--- src/design/pma_settings.svh ---
// build-time constants for the PMA checker, included by the package and by every RTL module
`ifndef PMA_SETTINGS_SVH
`define PMA_SETTINGS_SVH

// ~~~~~~~~~~~~~~~~~~~~~~~~~~~~~~~~~~~~~~~~~~~~~~~~~~
// address space and entries
// ~~~~~~~~~~~~~~~~~~~~~~~~~~~~~~~~~~~~~~~~~~~~~~~~~~

`define PMA_PALEN 34
`define PMA_NUM_ENTRIES 4

// matching ignores the 4 KiB page offset
`define PMA_CHECK_LSB 12

// ~~~~~~~~~~~~~~~~~~~~~~~~~~~~~~~~~~~~~~~~~~~~~~~~~~
// configuration byte layout
// ~~~~~~~~~~~~~~~~~~~~~~~~~~~~~~~~~~~~~~~~~~~~~~~~~~

`define PMA_CFG_ETYP_LSB 0
`define PMA_CFG_MTYP_LSB 2
`define PMA_CFG_NAMO_BIT 6

// ~~~~~~~~~~~~~~~~~~~~~~~~~~~~~~~~~~~~~~~~~~~~~~~~~~
// default map used when no entry matches
// ~~~~~~~~~~~~~~~~~~~~~~~~~~~~~~~~~~~~~~~~~~~~~~~~~~

// upper half of the low 4 GiB is device space
`define PMA_DEVICE_BASE 64'h0000_0000_8000_0000
`define PMA_DEVICE_MASK 64'h0000_0000_8000_0000

// the 1 GiB below it is write-through
`define PMA_WT_BASE 64'h0000_0000_4000_0000
`define PMA_WT_MASK 64'h0000_0000_C000_0000

`endif

--- src/design/pma_pkg.sv ---
// shared types of the PMA checker, imported by every RTL module and by the testbench
`include "pma_settings.svh"

package pma_pkg;

    // ~~~~~~~~~~~~~~~~~~~~~~~~~~~~~~~~~~~~~~~~~~~~~~~~~~
    // configuration field encodings
    // ~~~~~~~~~~~~~~~~~~~~~~~~~~~~~~~~~~~~~~~~~~~~~~~~~~

    // only napot is matched, tor and na4 are decoded but never hit
    typedef enum logic [1:0] {
        etyp_off   = 2'd0,
        etyp_tor   = 2'd1,
        etyp_na4   = 2'd2,
        etyp_napot = 2'd3
    } pma_etyp_e;

    // other 4-bit codes written by software pass through unchanged
    typedef enum logic [3:0] {
        mtype_device        = 4'd0,
        mtype_write_through = 4'd5,
        mtype_write_back    = 4'd11,
        mtype_black_hole    = 4'd15
    } pma_mtype_e;

    localparam int pma_etyp_w = $bits(pma_etyp_e);
    localparam int pma_mtyp_w = $bits(pma_mtype_e);

    // ~~~~~~~~~~~~~~~~~~~~~~~~~~~~~~~~~~~~~~~~~~~~~~~~~~
    // address and mask types
    // ~~~~~~~~~~~~~~~~~~~~~~~~~~~~~~~~~~~~~~~~~~~~~~~~~~

    // physical byte address
    typedef logic [`PMA_PALEN-1:0] pma_addr_t;

    // address register holds the byte address shifted right by two,
    // indexed here by byte-address bit so slices line up with pma_addr_t
    typedef logic [`PMA_PALEN-1:2] pma_csr_addr_t;

    // stored match mask, one bit below the check boundary so the napot
    // size bit at byte bit 11 takes part in the increment
    typedef logic [`PMA_PALEN-1:`PMA_CHECK_LSB-1] pma_mask_t;

endpackage

--- src/design/pma_napot_entry.sv ---
// one NAPOT entry of the PMA checker, instantiated once per entry by the top level
`include "pma_settings.svh"

module pma_napot_entry
    import pma_pkg::*;
(
    input  logic          core_clk,
    input  logic          core_reset_n,
    input  logic          reg_pma_we,
    input  pma_etyp_e     cfg_etyp,
    input  pma_csr_addr_t cfg_addr,
    input  pma_addr_t     req_pa,
    output logic          hit
);

    localparam int msb     = `PMA_PALEN - 1;
    localparam int fld_lsb = `PMA_CHECK_LSB - 1;
    localparam int chk_lsb = `PMA_CHECK_LSB;

    pma_mask_t           addr_fld;
    pma_mask_t           addr_inc;
    pma_mask_t           mask_next;
    pma_mask_t           mask_q;
    pma_mask_t           mask_inv;
    logic [msb:chk_lsb]  addr_diff;

    // ~~~~~~~~~~~~~~~~~~~~~~~~~~~~~~~~~~~~~~~~~~~~~~~~~~
    // mask capture
    // ~~~~~~~~~~~~~~~~~~~~~~~~~~~~~~~~~~~~~~~~~~~~~~~~~~

    assign addr_fld = cfg_addr[msb:fld_lsb];
    assign addr_inc = addr_fld + pma_mask_t'(1);

    // adding one flips the trailing ones and the lowest zero, so the xnor
    // leaves ones only above the lowest zero of the field
    assign mask_next = ~(addr_fld ^ addr_inc);

    always_ff @(posedge core_clk or negedge core_reset_n) begin
        if (!core_reset_n) begin
            mask_q <= '0;
        end else if (reg_pma_we) begin
            mask_q <= mask_next;
        end
    end

    // ~~~~~~~~~~~~~~~~~~~~~~~~~~~~~~~~~~~~~~~~~~~~~~~~~~
    // match
    // ~~~~~~~~~~~~~~~~~~~~~~~~~~~~~~~~~~~~~~~~~~~~~~~~~~

    // the live address is compared under the captured mask, which stays
    // as it is until software pulses the strobe again
    assign addr_diff = (cfg_addr[msb:chk_lsb] ^ req_pa[msb:chk_lsb]) & mask_q[msb:chk_lsb];

    assign hit = (cfg_etyp == etyp_napot) && (addr_diff == '0);

    // a napot mask is ones from the top down then zeros, so its inverse
    // must be a run of ones from bit zero
    assign mask_inv = ~mask_q;

    a_mask_contiguous: assert property (
        @(posedge core_clk) disable iff (!core_reset_n)
        (mask_inv & (mask_inv + pma_mask_t'(1))) == '0
    ) else $error("napot mask is not a contiguous run of ones: %h", mask_q);

endmodule

--- config.mk ---
export PLATFORM = sky130hd
export DESIGN_NAME = pma_napot_entry
export DESIGN_NICKNAME = d
export VERILOG_FILES = /design/src/design/pma_pkg.sv /design/src/design/pma_napot_entry.sv
export VERILOG_INCLUDE_DIRS = /design/src /design/src/design
export SDC_FILE = /design/constraint.sdc
export NUM_CORES = 1
export LEC_CHECK = 0
export BUFFER_PORTS_ARGS = -buffer_cell sky130_fd_sc_hd__buf_2
export CAP_MARGIN = 20
export CELL_PAD_IN_SITES_DETAIL_PLACEMENT = 0
export CELL_PAD_IN_SITES_GLOBAL_PLACEMENT = 2
export CORE_MARGIN = 3
export CORE_UTILIZATION = 25
export CTS_CLUSTER_SIZE = 12
export DETAILED_ROUTE_END_ITERATION = 10
export PLACE_DENSITY = 0.95
export SLEW_MARGIN = 25
export SYNTH_ARGS = -nofsm -noshare
export SYNTH_HDL_FRONTEND = slang
export SYNTH_SLANG_ARGS = --single-unit
--- constraint.sdc ---
create_clock -name core_clk -period 4 [get_ports core_clk]
set_clock_uncertainty 0.1 [all_clocks]
set_input_delay 1 -clock core_clk [delete_from_list [all_inputs] [get_ports core_clk]]
set_output_delay 1 -clock core_clk [all_outputs]
set_load 0.1 [all_outputs]
==> metrics.txt, run 1 <==
result of the run=complete, no violations; Peak VDD IR=about 140 µV; Synth Warn #=0; post_cts resized=0; DIE AREA=0.005727 mm²; Gate Count Post-Synth=123; f_max=between 0.2 and 0.3 GHz; CP Buf/Inv Count=2; cell family with most CP delay=simple AND/OR/NAND/NOR gates; Final HPWL DP=roughly 2.6 mm; max_cap viols=0; Crit Path Class=in -> out; CP Launch Type=input port; 1st-pass router iterations=4; Clock Path Buffers=2; placed cell areas=0.001540 mm²; largest net degree at the start of global routing=26; Largest regs=mask_q (22); CP max-delay cell=a222oi_1; syn_area_per_cell=just under 10 µm²; post-DR wirelength/cell=14.14 µm; post-synth net total=195; post-DR vias/cell=between 4 and 5; total track usage=0.1159; Setup Buffers After CTS=0; Num CTS Buffers=3; Syn Std Cell Area=around 0.0012 mm²; total power=~0.00047 W; initial antenna violation count=0; die width=around 76 µm; H-Tree Depth=1; most frequent cells in the layout=buf_2, nor2_1, xor2_1, dfrtp_1; P_leak=about 0.69 nW; via count=1096; CP Max Fanout=4; WP data arrival=approximately 2.4 ns; max-slew violations=0; global-route wire length before repair=approximately 5.1 mm; Most flops, register=mask_q; Yosys cell types=25; Hold Violations, Final=0; Slew Limit Headroom=0.6576; reg-to-reg slack, setup=between 3 and 4 ns; post-route minimum period=roughly 3.5 ns; final setup TNS=0 ns; number of clock sinks=22; Synth Register Bits=22; element type at the critical path end=primary output; RePlAce Congestion=between 0.8 and 0.9; post-synthesis sequential area ratio=0.4536; vias in the first global route=between 1000 and 1500; Area Growth Syn to Fin=31.44%; DRC viols=0; commonest non-fill, non-tap cell in the layout=buf_2; Cell Pwr Density=294.2 mW/mm²; Hold-fix buffers, CTS=0; HP Class=reg -> reg; period utilisation layout=0.8808; IO Port Bufs=50; layout cells sized above 1=0.3391; final setup vio count=0; CTS tree=built; biggest cell delay along the critical path=between 0.3 and 0.4 ns; RSZ-0062 raised after global routing=false; total grt overflow=0; worst-path cell chain=buf_2, xor2_1, a222oi_1, nand3_1, nor4_4, buf_12; diode count=0; Fill cells=between 400 and 500; worst skew pair latency=about 0.26 ns; final instance area=about 0.0016 mm²; WL final=3.195 mm; Critical Path RT=2.90 ns; nets=between 200 and 250; max reg flops=22; Die H=roughly 76 µm; Initial Util=0.2694; Routed Antenna Nets=0; std cell rows=24; DRT iter0 DRCs=between 60 and 70; I/O pin count=72; core area=roughly 0.0045 mm²; Slew @ Worst Pin=between 0.5 and 0.6 ns; Worst-path clk slew=about 0.080 ns; clock root buffer master=clkbuf_8
[tightest hold or removal path: cells and delay by family, from the launching register on]
| kind | cells | cell delay, ns |
|---|---|---|
| flip-flops | 1 | 0.35 |
| AND/OR/NAND/NOR | 2 | 0.12 |
[final cells by class]
class,instances,area (µm²),area share
clock buffers,4,55.05,0.03451
inverters,2,7.507,0.004706
multi-input cells,96,651.9,0.4086
flip-flops and latches,22,550.5,0.3451
well taps,52,65.06,0.04078
repair buffers,50,265.3,0.1663
[cells by family after synthesis]
group | synth area share
multiplexers | 0.01753
AO/OA/AOI/OAI | 0.1536
XOR/XNOR | 0.1660
adder cells (fa/ha/maj) | 0.01031
flip-flops | 0.4536
buffers and inverters | 0.01650
AND/OR/NAND/NOR | 0.1825
[synthesized netlist by cell type]
cell type	n	area (µm²)
nor4_2	1	12.51
a21oi_1	9	45.04
a41oi_1	3	26.28
nand2_1	4	15.01
and2_1	1	6.260
mux2i_1	1	10.01
xor2_1	22	192.7
and4_4	1	11.26
nand4_1	2	12.51
a31oi_1	6	37.54
xnor2_1	1	8.760
and4_1	3	26.28
nor2b_4	1	13.76
and3_1	3	18.77
dfrtp_1	22	550.5
buf_2	1	5.000
a22oi_1	9	67.56
a222oi_1	1	10.01
nor2_1	24	90.09
nand3_1	1	5.000
ha_1	1	12.51
and4_2	1	10.01
clkbuf_1	2	7.510
mux2_2	1	11.26
inv_1	2	7.510
[report_power, final]
group | total [W] | switching, W | internal [W]
clock network | 0.000160 | 0.0000723 | 0.0000877
registers | 0.000229 | 0.00000245 | 0.000227
logic | 0.0000803 | 0.0000423 | 0.0000381
[metrics by stage]
step / instances / setup WS [ns] / hold WS [ns] / util
global route: 226 / 0.4078 / 0.4332 / 0.3542
global placement: 222 / 0.4254 / 0.3796 / 0.3419
floorplan: 123 / 0.1704 / 0.3666 / -
finish: 226 / 0.4767 / 0.4068 / 0.3542
detailed placement: 222 / 0.4485 / 0.3885 / 0.3419
CTS: 226 / 0.4485 / 0.4084 / 0.3542
[path summary, 6_finish.rpt]
path                       depth (start not counted)         start          to
min in group asynchronous                          1  core_reset_n  mask_q[11]
setup reg to reg                                   1     mask_q[1]   mask_q[1]
hold reg to reg                                    2     mask_q[9]   mask_q[9]
max in group asynchronous                          1  core_reset_n  mask_q[21]
setup / recovery                                   6  cfg_addr[10]         hit
hold / removal                                     2     mask_q[9]   mask_q[9]
[per-layer routing]
| metal | GRT usage | up-vias | wire (µm) |
|---|---|---|---|
| met5 | 0 | - | 0 |
| met3 | 0.02111 | 4 | 222 |
| met4 | 0.02330 | 0 | 21 |
| li1 | - | 544 | - |
| met1 | 0.1649 | 504 | 1478 |
| met2 | 0.1850 | 44 | 1472 |
(Power assumes the default switching activity.)
==> run 2, diff against run 1 <==
--- a/config.mk
+++ b/config.mk
@@ -6,15 +6,15 @@
 export SDC_FILE = /design/constraint.sdc
 export NUM_CORES = 1
 export LEC_CHECK = 0
-export BUFFER_PORTS_ARGS = -buffer_cell sky130_fd_sc_hd__buf_2
 export CAP_MARGIN = 20
 export CELL_PAD_IN_SITES_DETAIL_PLACEMENT = 0
 export CELL_PAD_IN_SITES_GLOBAL_PLACEMENT = 2
 export CORE_MARGIN = 3
-export CORE_UTILIZATION = 25
+export CORE_UTILIZATION = 36
 export CTS_CLUSTER_SIZE = 12
 export DETAILED_ROUTE_END_ITERATION = 10
-export PLACE_DENSITY = 0.95
+export DONT_BUFFER_PORTS = 1
+export PLACE_DENSITY = 0.93
 export SLEW_MARGIN = 25
 export SYNTH_ARGS = -nofsm -noshare
 export SYNTH_HDL_FRONTEND = slang
==> run 2 against run 1 <==
Sequential share of layout area up 7.0 points. Die area decreased by 28%. Non-clock buffer count is 49 lower. Critical endpoint unchanged. Largest cell class unchanged. Largest power group unchanged.
==> metrics.txt, run 2 (same netlist as run 1, synthesis figures left out) <==
P_leak=0.4953 nW (-28%); final setup vio count=0 (unchanged); Final Util=0.4236 (+0.06943); final instance area=0.001325 mm² (-17%); RSZ-0062 raised after global routing=false; reg-to-reg slack, setup=3.13 ns (-0.02 ns); clock root buffer master=clkbuf_4; Placement Setup Slack=0.5697 ns (+0.1212 ns); period utilisation layout=0.8571 (-0.02378); CP Launch Type=input port; WL final=2.950 mm (-7.7%); layout cells sized above 1=0.08000 (-0.2591); Worst R2R Start=mask_q[1]; diode count=0 (unchanged); WP data arrival=2.33 ns (-0.09 ns); DRT iter0 DRCs=46 (-27%); Critical Path RT=2.90 ns (about the same); worst skew pair latency=0.30 ns (+0.04 ns); commonest non-fill, non-tap cell in the layout=nor2_1; max reg flops=22 (unchanged); post-DR vias/cell=5.550 (+14%); IO Port Bufs=0 (-100%); initial antenna violation count=0 (unchanged); Die H=64.06 µm (-15%); post_cts resized=0 (unchanged); Cell Pwr Density=333.2 mW/mm² (+13%); Largest regs=mask_q (22); core area=0.003128 mm² (-31%); vias in the first global route=975 (-11%); Hold Violations, Final=0 (unchanged); post-DR wirelength/cell=17.46 µm (+23%); Fill cells=315 (-34%); Critical Path Source=cfg_addr[10]; Final HPWL DP=2.347 mm (-8.5%); post-route minimum period=3.428 ns (-0.09512 ns); CTS tree=built; total track usage=0.1513 (+0.03538); final setup TNS=0 ns (unchanged); Most flops, register=mask_q; I/O pin count=72 (unchanged); Routed Antenna Nets=0 (unchanged); element type at the critical path end=primary output; via count=938 (-14%); Peak VDD IR=157.9 µV (+17%); f_max=0.2917 GHz (+2.8%); Slew Limit Headroom=0.7413 (+0.08368); Hold-fix buffers, CTS=0 (unchanged); RePlAce Congestion=0.7872 (-5.7%); total grt overflow=0 (unchanged); H-Tree Depth=1 (unchanged); Slew @ Worst Pin=0.3867 ns (-0.1269 ns); Area Growth Syn to Fin=9.175%; Setup Buffers After CTS=0 (unchanged); most frequent cells in the layout=nor2_1, xor2_1, dfrtp_1; nets=198 (-20%); std cell rows=20 (-17%); Final WS setup=0.5718 ns (+0.09512 ns); Worst-path clk slew=0.13 ns (+0.05 ns); Initial Util=0.3880 (+0.1186); placed cell areas=0.001272 mm² (-17%); global-route wire length before repair=4.781 mm (-5.6%); DRC viols=0 (unchanged); 1st-pass router iterations=4 (unchanged); result of the run=complete, no violations; max_cap viols=0 (unchanged); DIE AREA=0.004104 mm² (-28%); Num CTS Buffers=3 (unchanged); Clock Path Buffers=2 (unchanged); total power=0.0004414 W (-5.9%); max-slew violations=0 (unchanged); CP Max Fanout=4 (unchanged); Crit Path Class=in -> out; number of clock sinks=22 (unchanged); die width=64.06 µm (-15%); largest net degree at the start of global routing=26 (unchanged); HP Class=in -> async
[run 2: cell count changes in the layout (fill, tap and decap cells not counted), sizes merged]
cell | before | now
buf | 50 | 1
bufinv | 0 | 1
clkbuf | 4 | 3
[run 2: layer usage]
layer  global-route usage  vias up  part of all wire
li1                     -      444                 -
met1               0.2060      453              0.43
met2               0.2258       39              0.48
met3              0.04921        2             0.089
met4              0.04852        0            0.0058
met5                    0        -                 0
[run 2: final cells by class]
cell class / count / area, µm² / area share
repair buffers: 1 / 7.507 / 0.005666
clock inverters: 1 / 30.03 / 0.02266
clock buffers: 3 / 22.52 / 0.01700
flip-flops and latches: 22 / 550.5 / 0.4155
well taps: 44 / 55.05 / 0.04155
multi-input cells: 96 / 651.9 / 0.4920
inverters: 2 / 7.507 / 0.005666
[run 2: critical path: stages]
cell	delay [ns]
xor2_1	0.14
a222oi_1	0.38
nand3_1	0.18
nor4_4	0.30
buf_4	0.33
[run 2: worst paths after layout]
kind | end | depth (start not counted)
setup / recovery | hit | 5
hold / removal | mask_q[21] | 0
setup reg to reg | mask_q[1] | 1
hold reg to reg | mask_q[9] | 2
max in group asynchronous | mask_q[1] | 0
min in group core_clk | mask_q[9] | 2
[run 2: stage by stage]
step | cells | hold slack [ns]
finish | 169 | 0.2625
global route | 169 | 0.2296
CTS | 169 | 0.2568
detailed placement | 165 | 0.3921
global placement | 165 | 0.3770
floorplan | 123 | 0.3666
[run 2: power breakdown]
| part | leakage [nW] | total, W | internal (W) | switching (W) |
|---|---|---|---|---|
| clock network | 0.0279 | 0.000173 | 0.000101 | 0.0000714 |
| logic | 0.269 | 0.0000395 | 0.0000217 | 0.0000178 |
| registers | 0.198 | 0.000229 | 0.000227 | 0.00000251 |
